$ cat config.mk
export PLATFORM = sky130hd
export DESIGN_NAME = rdma_resp_top
export DESIGN_NICKNAME = d
export VERILOG_FILES = /design/src/verilog/rdma_resp_pkg.sv /design/src/verilog/rdma_resp_seq.sv /design/src/verilog/rdma_pkt_buffer.sv /design/src/verilog/rdma_beat_tx.sv /design/src/verilog/rdma_resp_top.sv
export VERILOG_INCLUDE_DIRS = /design/src /design/src/verilog
export SDC_FILE = /design/constraint.sdc
export NUM_CORES = 2
export LEC_CHECK = 0
export ABC_AREA = 0
export BUFFER_PORTS_ARGS = -buffer_cell sky130_fd_sc_hd__buf_2
export CAP_MARGIN = 15
export CORE_AREA = 2 2 719 721
export CTS_CLUSTER_SIZE = 20
export DETAILED_ROUTE_END_ITERATION = 6
export DIE_AREA = 0 0 721 723
export PLACE_DENSITY = 0.3
export SYNTH_ARGS = -nofsm -noshare
export SYNTH_HDL_FRONTEND = slang
export SYNTH_SLANG_ARGS = --single-unit
$ cat constraint.sdc
create_clock -name core_clk -period 28.5 [get_ports core_clk]
set_input_delay 2.85 -clock core_clk [delete_from_list [all_inputs] [get_ports core_clk]]
set_output_delay 2.85 -clock core_clk [all_outputs]
set_load 0.05 [all_outputs]
$ cat src/verilog/rdma_resp_macros.svh
`ifndef RDMA_RESP_MACROS_SVH
`define RDMA_RESP_MACROS_SVH

`define DATA_W            512
`define KEEP_W            64
`define HDR_BYTES         58      // eth + ipv4 + udp + bth + aeth
`define RD_RESP_BYTES     314     // header plus 256 byte payload
`define NUM_RD_RESP       8
`define NUM_ACK           8
`define QP_TABLE_DEPTH    8
`define IP_TOTAL_LEN_RD   16'h0130
`define IP_TOTAL_LEN_ACK  16'h0030
`define OPC_RD_RESP       8'h10
`define OPC_ACK           8'h11
`define ETH_TYPE_IPV4     16'h0800
`define IP_VER_IHL        8'h45
`define IP_TOS            8'hb8
`define IP_ID             16'h5555
`define IP_FLAGS          16'h4000   // don't fragment
`define IP_TTL            8'hba
`define IP_PROTO_UDP      8'h11
`define UDP_SRC_PORT      16'h6851
`define UDP_DST_PORT      16'h12b7   // rocev2
`define BTH_PKEY          16'h666f
`define DESC_QP_BYTE      47
`define DESC_PSN_BYTE     51
`endif

$ cat src/verilog/rdma_resp_pkg.sv
`include "rdma_resp_macros.svh"

package rdma_resp_pkg;

  typedef struct packed {
    logic [47:0] src_mac;
    logic [31:0] src_ip;
  } local_cfg_t;

  typedef struct packed {
    logic [47:0] dst_mac;
    logic [31:0] dst_ip;
  } qp_dest_t;

  typedef enum logic {
    KIND_RD_RESP = 1'b0,
    KIND_ACK     = 1'b1
  } pkt_kind_t;

  // header already byte reversed, byte 0 sits in bits 7:0
  typedef struct packed {
    logic [`HDR_BYTES*8-1:0] hdr;
    pkt_kind_t               kind;
    logic [3:0]              resp_idx;   // 1..8 within a phase
  } pkt_job_t;

  // ones complement sum over the 20 byte ipv4 header, csum field zero
  function automatic logic [15:0] ipv4_checksum(input logic [159:0] ip_hdr);
    logic [19:0] sum;
    sum = '0;
    for (int i = 0; i < 10; i++) begin
      sum = sum + 20'(ip_hdr[i*16 +: 16]);
    end
    sum = 20'(sum[15:0]) + 20'(sum[19:16]);
    sum = 20'(sum[15:0]) + 20'(sum[19:16]);   // second fold for the carry
    return ~sum[15:0];
  endfunction

  function automatic logic [`HDR_BYTES*8-1:0] hdr_to_wire(input logic [`HDR_BYTES*8-1:0] hdr);
    logic [`HDR_BYTES*8-1:0] wire_hdr;
    for (int i = 0; i < `HDR_BYTES; i++) begin
      wire_hdr[i*8 +: 8] = hdr[(`HDR_BYTES-1-i)*8 +: 8];
    end
    return wire_hdr;
  endfunction

endpackage

$ cat src/verilog/rdma_resp_seq.sv
`timescale 1ns/10ps
`include "rdma_resp_macros.svh"

module rdma_resp_seq (
  input  logic                      core_clk,
  input  logic                      core_aresetn,
  input  logic                      conf_of_reg_done_i,
  input  rdma_resp_pkg::local_cfg_t local_cfg_i,
  input  rdma_resp_pkg::qp_dest_t   qp_table_i [`QP_TABLE_DEPTH],
  input  logic [`DATA_W-1:0]        wqe_tdata_i,
  input  logic                      wqe_tvalid_i,
  input  logic                      wqe_tlast_i,
  output logic                      post_rdma_rd_wqe_o,
  output logic                      post_rdma_wr_wqe_o,
  output logic                      rd_path_done_o,
  output logic                      wr_path_done_o,
  input  logic                      buf_full_i,
  output logic                      job_push_o,
  output rdma_resp_pkg::pkt_job_t   job_o
);
  import rdma_resp_pkg::*;

  localparam int QP_IDX_W = $clog2(`QP_TABLE_DEPTH);

  typedef enum logic [2:0] {
    S_START,
    S_WAIT,
    S_TLAST,
    S_BUILD,
    S_PUSH,
    S_DONE
  } seq_state_e;

  seq_state_e              state_q;
  pkt_kind_t               phase_q;
  logic [3:0]              round_q;
  logic                    last_round;
  logic                    desc_take;
  logic [23:0]             rcvd_qp_q;
  logic [23:0]             rcvd_psn_q;
  qp_dest_t                dest;
  logic [15:0]             ip_total_len;
  logic [15:0]             udp_len;
  logic [7:0]              bth_opcode;
  logic [159:0]            ip_hdr;
  logic [15:0]             ip_csum;
  logic [`HDR_BYTES*8-1:0] hdr_be;
  pkt_job_t                job_q;

  assign desc_take  = (state_q == S_WAIT) && wqe_tvalid_i;
  assign last_round = (phase_q == KIND_ACK) ? (round_q == 4'(`NUM_ACK - 1))
                                            : (round_q == 4'(`NUM_RD_RESP - 1));

  // table lookup on the low qp bits
  assign dest = qp_table_i[rcvd_qp_q[QP_IDX_W-1:0]];

  assign ip_total_len = (phase_q == KIND_ACK) ? `IP_TOTAL_LEN_ACK : `IP_TOTAL_LEN_RD;
  assign udp_len      = ip_total_len - 16'd20;
  assign bth_opcode   = (phase_q == KIND_ACK) ? `OPC_ACK : `OPC_RD_RESP;

  assign ip_hdr = {`IP_VER_IHL, `IP_TOS, ip_total_len, `IP_ID, `IP_FLAGS, `IP_TTL,
                   `IP_PROTO_UDP, 16'h0000, local_cfg_i.src_ip, dest.dst_ip};
  assign ip_csum = ipv4_checksum(ip_hdr);

  // big endian field order, first wire byte in the msb
  assign hdr_be = {dest.dst_mac, local_cfg_i.src_mac, `ETH_TYPE_IPV4,
                   ip_hdr[159:80], ip_csum, ip_hdr[63:0],
                   `UDP_SRC_PORT, `UDP_DST_PORT, udp_len, 16'h0000,
                   bth_opcode, 8'h00, `BTH_PKEY, 8'h00, rcvd_qp_q, 8'h00, rcvd_psn_q,
                   32'h0000_0000};   // aeth

  always_ff @(posedge core_clk or negedge core_aresetn) begin
    if (!core_aresetn) begin
      state_q            <= S_START;
      phase_q            <= KIND_RD_RESP;
      round_q            <= '0;
      post_rdma_rd_wqe_o <= 1'b0;
      post_rdma_wr_wqe_o <= 1'b0;
      rd_path_done_o     <= 1'b0;
      wr_path_done_o     <= 1'b0;
    end else begin
      post_rdma_rd_wqe_o <= 1'b0;
      post_rdma_wr_wqe_o <= 1'b0;
      case (state_q)
        S_START: begin
          if (conf_of_reg_done_i) begin
            post_rdma_rd_wqe_o <= (phase_q == KIND_RD_RESP);
            post_rdma_wr_wqe_o <= (phase_q == KIND_ACK);
            state_q            <= S_WAIT;
          end
        end
        S_WAIT: begin
          if (wqe_tvalid_i) begin
            state_q <= wqe_tlast_i ? S_BUILD : S_TLAST;
          end
        end
        S_TLAST: begin
          if (wqe_tlast_i) begin   // descriptor already captured
            state_q <= S_BUILD;
          end
        end
        S_BUILD: state_q <= S_PUSH;
        S_PUSH: begin
          if (!buf_full_i) begin
            if (last_round) begin
              round_q <= '0;
              if (phase_q == KIND_RD_RESP) begin
                rd_path_done_o <= 1'b1;
                phase_q        <= KIND_ACK;
                state_q        <= S_START;
              end else begin
                wr_path_done_o <= 1'b1;
                state_q        <= S_DONE;
              end
            end else begin
              round_q <= round_q + 4'd1;
              state_q <= S_START;
            end
          end
        end
        default: state_q <= S_DONE;   // both phases finished
      endcase
    end
  end

  always_ff @(posedge core_clk) begin
    if (desc_take) begin
      rcvd_qp_q  <= {wqe_tdata_i[`DESC_QP_BYTE*8 +: 8],
                     wqe_tdata_i[(`DESC_QP_BYTE+1)*8 +: 8],
                     wqe_tdata_i[(`DESC_QP_BYTE+2)*8 +: 8]};
      rcvd_psn_q <= {wqe_tdata_i[`DESC_PSN_BYTE*8 +: 8],
                     wqe_tdata_i[(`DESC_PSN_BYTE+1)*8 +: 8],
                     wqe_tdata_i[(`DESC_PSN_BYTE+2)*8 +: 8]};
    end
    if (state_q == S_BUILD) begin
      job_q.hdr      <= hdr_to_wire(hdr_be);
      job_q.kind     <= phase_q;
      job_q.resp_idx <= round_q + 4'd1;
    end
  end

  assign job_push_o = (state_q == S_PUSH) && !buf_full_i;
  assign job_o      = job_q;

endmodule

$ cat src/verilog/rdma_pkt_buffer.sv
`timescale 1ns/10ps

module rdma_pkt_buffer (
  input  logic                    core_clk,
  input  logic                    core_aresetn,
  input  logic                    push_i,
  input  rdma_resp_pkg::pkt_job_t job_i,
  output logic                    full_o,
  input  logic                    pop_i,
  output logic                    empty_o,
  output rdma_resp_pkg::pkt_job_t job_o
);
  import rdma_resp_pkg::*;

  localparam int DEPTH = 2;
  localparam int PTR_W = $clog2(DEPTH);

  pkt_job_t         mem_q [DEPTH];
  logic [PTR_W-1:0] wr_ptr_q;
  logic [PTR_W-1:0] rd_ptr_q;
  logic [PTR_W:0]   count_q;
  logic             do_push;
  logic             do_pop;

  assign full_o  = (count_q == (PTR_W+1)'(DEPTH));
  assign empty_o = (count_q == '0);
  assign do_push = push_i && !full_o;
  assign do_pop  = pop_i && !empty_o;
  assign job_o   = mem_q[rd_ptr_q];   // head, valid while not empty

  always_ff @(posedge core_clk or negedge core_aresetn) begin
    if (!core_aresetn) begin
      wr_ptr_q <= '0;
      rd_ptr_q <= '0;
      count_q  <= '0;
    end else begin
      if (do_push) wr_ptr_q <= wr_ptr_q + PTR_W'(1);
      if (do_pop) rd_ptr_q <= rd_ptr_q + PTR_W'(1);
      case ({do_push, do_pop})
        2'b10:   count_q <= count_q + (PTR_W+1)'(1);
        2'b01:   count_q <= count_q - (PTR_W+1)'(1);
        default: count_q <= count_q;   // idle or push with pop
      endcase
    end
  end

  always_ff @(posedge core_clk) begin
    if (do_push) begin
      mem_q[wr_ptr_q] <= job_i;
    end
  end

endmodule

$ cat src/verilog/rdma_beat_tx.sv
`timescale 1ns/10ps
`include "rdma_resp_macros.svh"

module rdma_beat_tx (
  input  logic                    core_clk,
  input  logic                    core_aresetn,
  input  logic                    empty_i,
  input  rdma_resp_pkg::pkt_job_t job_i,
  output logic                    pop_o,
  output logic [`DATA_W-1:0]      tx_tdata_o,
  output logic [`KEEP_W-1:0]      tx_tkeep_o,
  output logic                    tx_tvalid_o,
  output logic                    tx_tlast_o,
  input  logic                    tx_tready_i
);
  import rdma_resp_pkg::*;

  pkt_job_t           job_q;
  logic [2:0]         beat_q;     // next beat of job_q to present
  logic               more_q;
  logic               tx_free;
  logic               load_beat;
  pkt_job_t           cur_job;
  logic [2:0]         cur_beat;
  logic [9:0]         pkt_len;
  logic               last_beat;
  logic [`DATA_W-1:0] hdr_lanes;
  logic [7:0]         pay_byte;
  logic [`DATA_W-1:0] beat_data;
  logic [`KEEP_W-1:0] beat_keep;

  // output regs may change when empty or when the beat is taken
  assign tx_free   = !tx_tvalid_o || tx_tready_i;
  assign pop_o     = tx_free && !more_q && !empty_i;
  assign load_beat = pop_o || (tx_free && more_q);

  // a popped job feeds beat 0 straight from the buffer head
  assign cur_job  = pop_o ? job_i : job_q;
  assign cur_beat = pop_o ? 3'd0 : beat_q;

  assign pkt_len   = (cur_job.kind == KIND_ACK) ? 10'(`HDR_BYTES) : 10'(`RD_RESP_BYTES);
  assign last_beat = ((10'(cur_beat) + 10'd1) * 10'(`KEEP_W)) >= pkt_len;
  assign hdr_lanes = `DATA_W'(cur_job.hdr);
  assign pay_byte  = {4'h1, cur_job.resp_idx};

  always_comb begin
    logic [9:0] byte_pos;
    beat_data = '0;
    beat_keep = '0;
    for (int lane = 0; lane < `KEEP_W; lane++) begin
      byte_pos = 10'(cur_beat) * 10'(`KEEP_W) + 10'(lane);
      if (byte_pos < pkt_len) begin
        beat_keep[lane] = 1'b1;
        if (byte_pos < 10'(`HDR_BYTES)) begin   // only on beat 0
          beat_data[lane*8 +: 8] = hdr_lanes[lane*8 +: 8];
        end else begin
          beat_data[lane*8 +: 8] = pay_byte;
        end
      end
    end
  end

  always_ff @(posedge core_clk or negedge core_aresetn) begin
    if (!core_aresetn) begin
      tx_tvalid_o <= 1'b0;
      tx_tlast_o  <= 1'b0;
      more_q      <= 1'b0;
      beat_q      <= '0;
    end else if (tx_free) begin
      if (load_beat) begin
        tx_tvalid_o <= 1'b1;
        tx_tlast_o  <= last_beat;
        more_q      <= !last_beat;
        beat_q      <= cur_beat + 3'd1;
      end else begin
        tx_tvalid_o <= 1'b0;
        tx_tlast_o  <= 1'b0;
      end
    end
  end

  always_ff @(posedge core_clk) begin
    if (pop_o) begin
      job_q <= job_i;
    end
    if (tx_free && load_beat) begin
      tx_tdata_o <= beat_data;
      tx_tkeep_o <= beat_keep;
    end
  end

endmodule

$ cat src/verilog/rdma_resp_top.sv
`timescale 1ns/10ps
`include "rdma_resp_macros.svh"

module rdma_resp_top (
  input  logic                      core_clk,
  input  logic                      core_aresetn,
  input  logic                      conf_of_reg_done_i,
  input  rdma_resp_pkg::local_cfg_t local_cfg_i,
  input  rdma_resp_pkg::qp_dest_t   qp_table_i [`QP_TABLE_DEPTH],
  input  logic [`DATA_W-1:0]        wqe_tdata_i,
  input  logic                      wqe_tvalid_i,
  input  logic                      wqe_tlast_i,
  output logic                      post_rdma_rd_wqe_o,
  output logic                      post_rdma_wr_wqe_o,
  output logic                      rd_path_done_o,
  output logic                      wr_path_done_o,
  output logic [`DATA_W-1:0]        tx_tdata_o,
  output logic [`KEEP_W-1:0]        tx_tkeep_o,
  output logic                      tx_tvalid_o,
  output logic                      tx_tlast_o,
  input  logic                      tx_tready_i
);
  import rdma_resp_pkg::*;

  pkt_job_t push_job;
  pkt_job_t head_job;
  logic     job_push;
  logic     buf_full;
  logic     buf_empty;
  logic     job_pop;

  // header assembly, one job per descriptor
  rdma_resp_seq u_seq (
    .core_clk           (core_clk),
    .core_aresetn       (core_aresetn),
    .conf_of_reg_done_i (conf_of_reg_done_i),
    .local_cfg_i        (local_cfg_i),
    .qp_table_i         (qp_table_i),
    .wqe_tdata_i        (wqe_tdata_i),
    .wqe_tvalid_i       (wqe_tvalid_i),
    .wqe_tlast_i        (wqe_tlast_i),
    .post_rdma_rd_wqe_o (post_rdma_rd_wqe_o),
    .post_rdma_wr_wqe_o (post_rdma_wr_wqe_o),
    .rd_path_done_o     (rd_path_done_o),
    .wr_path_done_o     (wr_path_done_o),
    .buf_full_i         (buf_full),
    .job_push_o         (job_push),
    .job_o              (push_job)
  );

  rdma_pkt_buffer u_buf (
    .core_clk     (core_clk),
    .core_aresetn (core_aresetn),
    .push_i       (job_push),
    .job_i        (push_job),
    .full_o       (buf_full),
    .pop_i        (job_pop),
    .empty_o      (buf_empty),
    .job_o        (head_job)
  );

  rdma_beat_tx u_tx (
    .core_clk     (core_clk),
    .core_aresetn (core_aresetn),
    .empty_i      (buf_empty),
    .job_i        (head_job),
    .pop_o        (job_pop),
    .tx_tdata_o   (tx_tdata_o),
    .tx_tkeep_o   (tx_tkeep_o),
    .tx_tvalid_o  (tx_tvalid_o),
    .tx_tlast_o   (tx_tlast_o),
    .tx_tready_i  (tx_tready_i)
  );

endmodule

==> impl_metrics.tcl <==
set metrics [dict create \
    status "finished, final reports clean" \
    synth_area_um2 65600 \
    final_cell_mix "buf_2, edfxtp_1, a21oi_1" \
    synth_cell_types 71 \
    final_cells 12800 \
    dp_cells 12300 \
    cts_root_buf "clkbuf_16" \
    synth_area_leaders "edfxtp_1, dfxtp_1, mux4_2" \
    htree_levels 4 \
    p_per_area_nw_per_um2 124 \
    finalSetupViolations 0 \
    port_buffers 1337 \
    via_count 40900 \
    crit_path_max_fanout 34 \
    die_w_um 721 \
    worstPathArrival_ns 12.57 \
    p_leak_nw 31.9 \
    yosysTopAreaCell "edfxtp_1" \
    firstDrtPassIters 5 \
    layout_commonest_cell "buf_2" \
    io_pins 1820 \
    numCtsBuffers 211 \
    drt-initial-drc-count 2093 \
    grt.overflow.total 0 \
    post_drt_wl_per_cell_um 23.9 \
    grt_pass1_wl_mm 396 \
    vias_per_cell 3.20 \
    fin_setup_tns_ns 0 \
    yosys_warnings 0 \
    rsz0062_at_grt "no" \
    drive_gt1_frac 0.351 \
    crit_type "reg2reg" \
    drc 0 \
    crit_path_end_kind "register" \
    max_stage_delay_ns 0.68 \
    timing.fmax_ghz 0.0836 \
    clock_path_buffers 4 \
    post-route-util 0.169 \
    rows 264 \
    critPathLaunchType "register" \
    synthCells 4422 \
    ctsHoldBuffers 0 \
    skew_ns 0.0507 \
    slew_headroom 0.215 \
    final_antenna_net_count 0 \
    area_growth_pct 32.6 \
    place_area_um2 79800 \
    grt_antenna_before_repair 242 \
    ys.flop_type "edfxtp_1" \
    grt_max_degree 172 \
    cap_violations 0 \
    die_h_um 723 \
    cts.sinks 1700 \
    period_share 0.420 \
    core_area_um2 515000 \
    cts_setup_buffers 0 \
    synth_top_area_share 0.554 \
    final_nets 7029 \
    ys_ff_latch 1700 \
    min_path_type "reg2reg" \
    final_max_slew_viol_count 0 \
    worst_pin_slew_ns 1.18 \
    synth_edf_count 1209 \
    cp_slowest_cell "buf_4" \
    post_cts_resized 0 \
    fin_area_um2 87000 \
    synth.yosys.seq_area_share 0.705 \
    gp_congestion 0.898 \
    cts_tree "done" \
    cp.required_ns 29.11 \
    finalHoldViolCount 0 \
    period_needed_ns 11.96 \
    irDropWorstVdd_uv 110 \
    die_area_um2 521000 \
    place_hpwl_mm 230 \
    grtUsageTotal 0.112 \
    clk_latency_ns 0.90 \
    grt_pass1_vias 41800 \
    initial_core_util 0.127 \
    syn-mean-instance-area_um2 14.8 \
    clk_pin_slew_ns 0.06 \
    async_reset_ff_frac 0.0129 \
    wl_mm 305 \
]
Yosys cell counts, types with 9 or more instances:
cell type	n
buf_1	40
nand2_1	266
buf_4	105
mux2_2	83
a21o_1	14
mux2i_1	229
mux4_2	160
and3_1	9
edfxtp_1	1209
xnor2_1	26
or2_2	59
o21a_1	66
and2_1	175
dfrtp_1	22
inv_1	80
a21oi_1	479
nor3_1	13
nand3_1	17
dfxtp_1	469
ha_1	75
xor2_1	30
nor2_1	281
fa_1	20
clkbuf_1	219
nor2b_1	194
worst max-delay path, delay by kind of cell (launching register included):
family                   cells  cell delay (ns)
buffers and inverters        6             1.96
XOR/XNOR                     3             0.74
AND/OR/NAND/NOR             10             2.18
flip-flops                   1             0.42
multiplexers                 2             1.00
adder cells (fa/ha/maj)      8             2.80
AO/OA/AOI/OAI               11             2.45
sequential cells by signal, indices dropped and copies added (netlist names):
name                      flops
u_tx.job_q                  469
u_tx.tx_tdata_o             469
u_buf.mem_q                 460
u_seq.job_o                 230
u_seq.rcvd_psn_q             24
u_seq.rcvd_qp_q              24
u_seq.round_q                 4
u_seq.state_q                 3
u_tx.beat_q                   3
u_buf.count_q                 2
u_tx.tx_tkeep_o               2
u_buf.rd_ptr_q                1
u_buf.wr_ptr_q                1
u_seq.phase_q                 1
u_seq.post_rdma_rd_wqe_o      1
u_seq.post_rdma_wr_wqe_o      1
u_seq.rd_path_done_o          1
u_seq.wr_path_done_o          1
u_tx.more_q                   1
u_tx.tx_tlast_o               1
u_tx.tx_tvalid_o              1
per-stage QoR:
stage | hold WS [ns] | total power [mW] | setup slack, ns
3_5_place_dp | 0.406 | 8.32 | 15.63
4_1_cts | 0.401 | 11.1 | 16.19
5_1_grt | 0.407 | 11.4 | 15.66
6_report | 0.409 | 10.8 | 16.54
2_1_floorplan | 0.400 | 6.80 | 11.23
3_3_place_gp | 0.402 | 8.32 | 15.56
cell families (layout without fill, tap and decap cells):
logic type / Yosys count / in the layout / synth area share
flops: 1700 / 1700 / 0.705
simple gates: 1037 / 1037 / 0.0780
compound gates: 614 / 614 / 0.0526
mux: 472 / 472 / 0.104
buf+inv: 446 / 1885 / 0.0316
fa+ha+maj: 95 / 95 / 0.0204
xor+xnor: 57 / 57 / 0.00782
other cells: 1 / 117 / 0.0000572
cell type report:
| type | count | area, µm² |
|---|---|---|
| Sequential cell | 1700 | 46200 |
| Inverter | 81 | 314 |
| Multi-Input combinational cell | 2293 | 17400 |
| Timing Repair Buffer | 1409 | 7330 |
| Clock buffer | 294 | 5870 |
| Fill cell | 56500 | 428000 |
| Tap cell | 6783 | 8490 |
| Clock inverter | 101 | 1040 |
| Antenna cell | 99 | 248 |
layer usage:
metal,vias to the layer above,GRT usage,part of all wire,wire length (µm)
met4,152,0.0307,0.031,9500
met5,-,0,0.0032,987
met1,20100,0.125,0.38,116000
li1,18700,-,-,-
met2,1417,0.199,0.50,151000
met3,588,0.0436,0.087,26500
power by group:
group | total (mW) | switching [mW] | internal [mW]
clock network | 2.70 | 1.13 | 1.57
registers | 3.59 | 0.176 | 3.42
logic | 4.51 | 3.50 | 1.01
total | 10.8 | 4.81 | 5.99
path summary, 6_finish.rpt:
path / start / end / slack (ns) / cells past startpoint
setup / recovery: u_seq.rcvd_qp_q[0]$_DFFE_PP_ / u_seq.job_o[204]$_DFFE_PP_ / 16.54 / 40
hold / removal: u_seq.rcvd_qp_q[23]$_DFFE_PP_ / u_seq.job_o[388]$_DFFE_PP_ / 0.41 / 0
setup reg to reg: u_seq.rcvd_qp_q[0]$_DFFE_PP_ / u_seq.job_o[204]$_DFFE_PP_ / 16.54 / 40
hold reg to reg: u_seq.rcvd_qp_q[23]$_DFFE_PP_ / u_seq.job_o[388]$_DFFE_PP_ / 0.41 / 0
max in group asynchronous: core_aresetn / u_buf.rd_ptr_q$_DFFE_PN0P_ / 26.14 / 1
min in group asynchronous: core_aresetn / u_tx.beat_q[2]$_DFFE_PN0P_ / 1.95 / 1
Note: power is estimated with default switching activity, not from simulation.
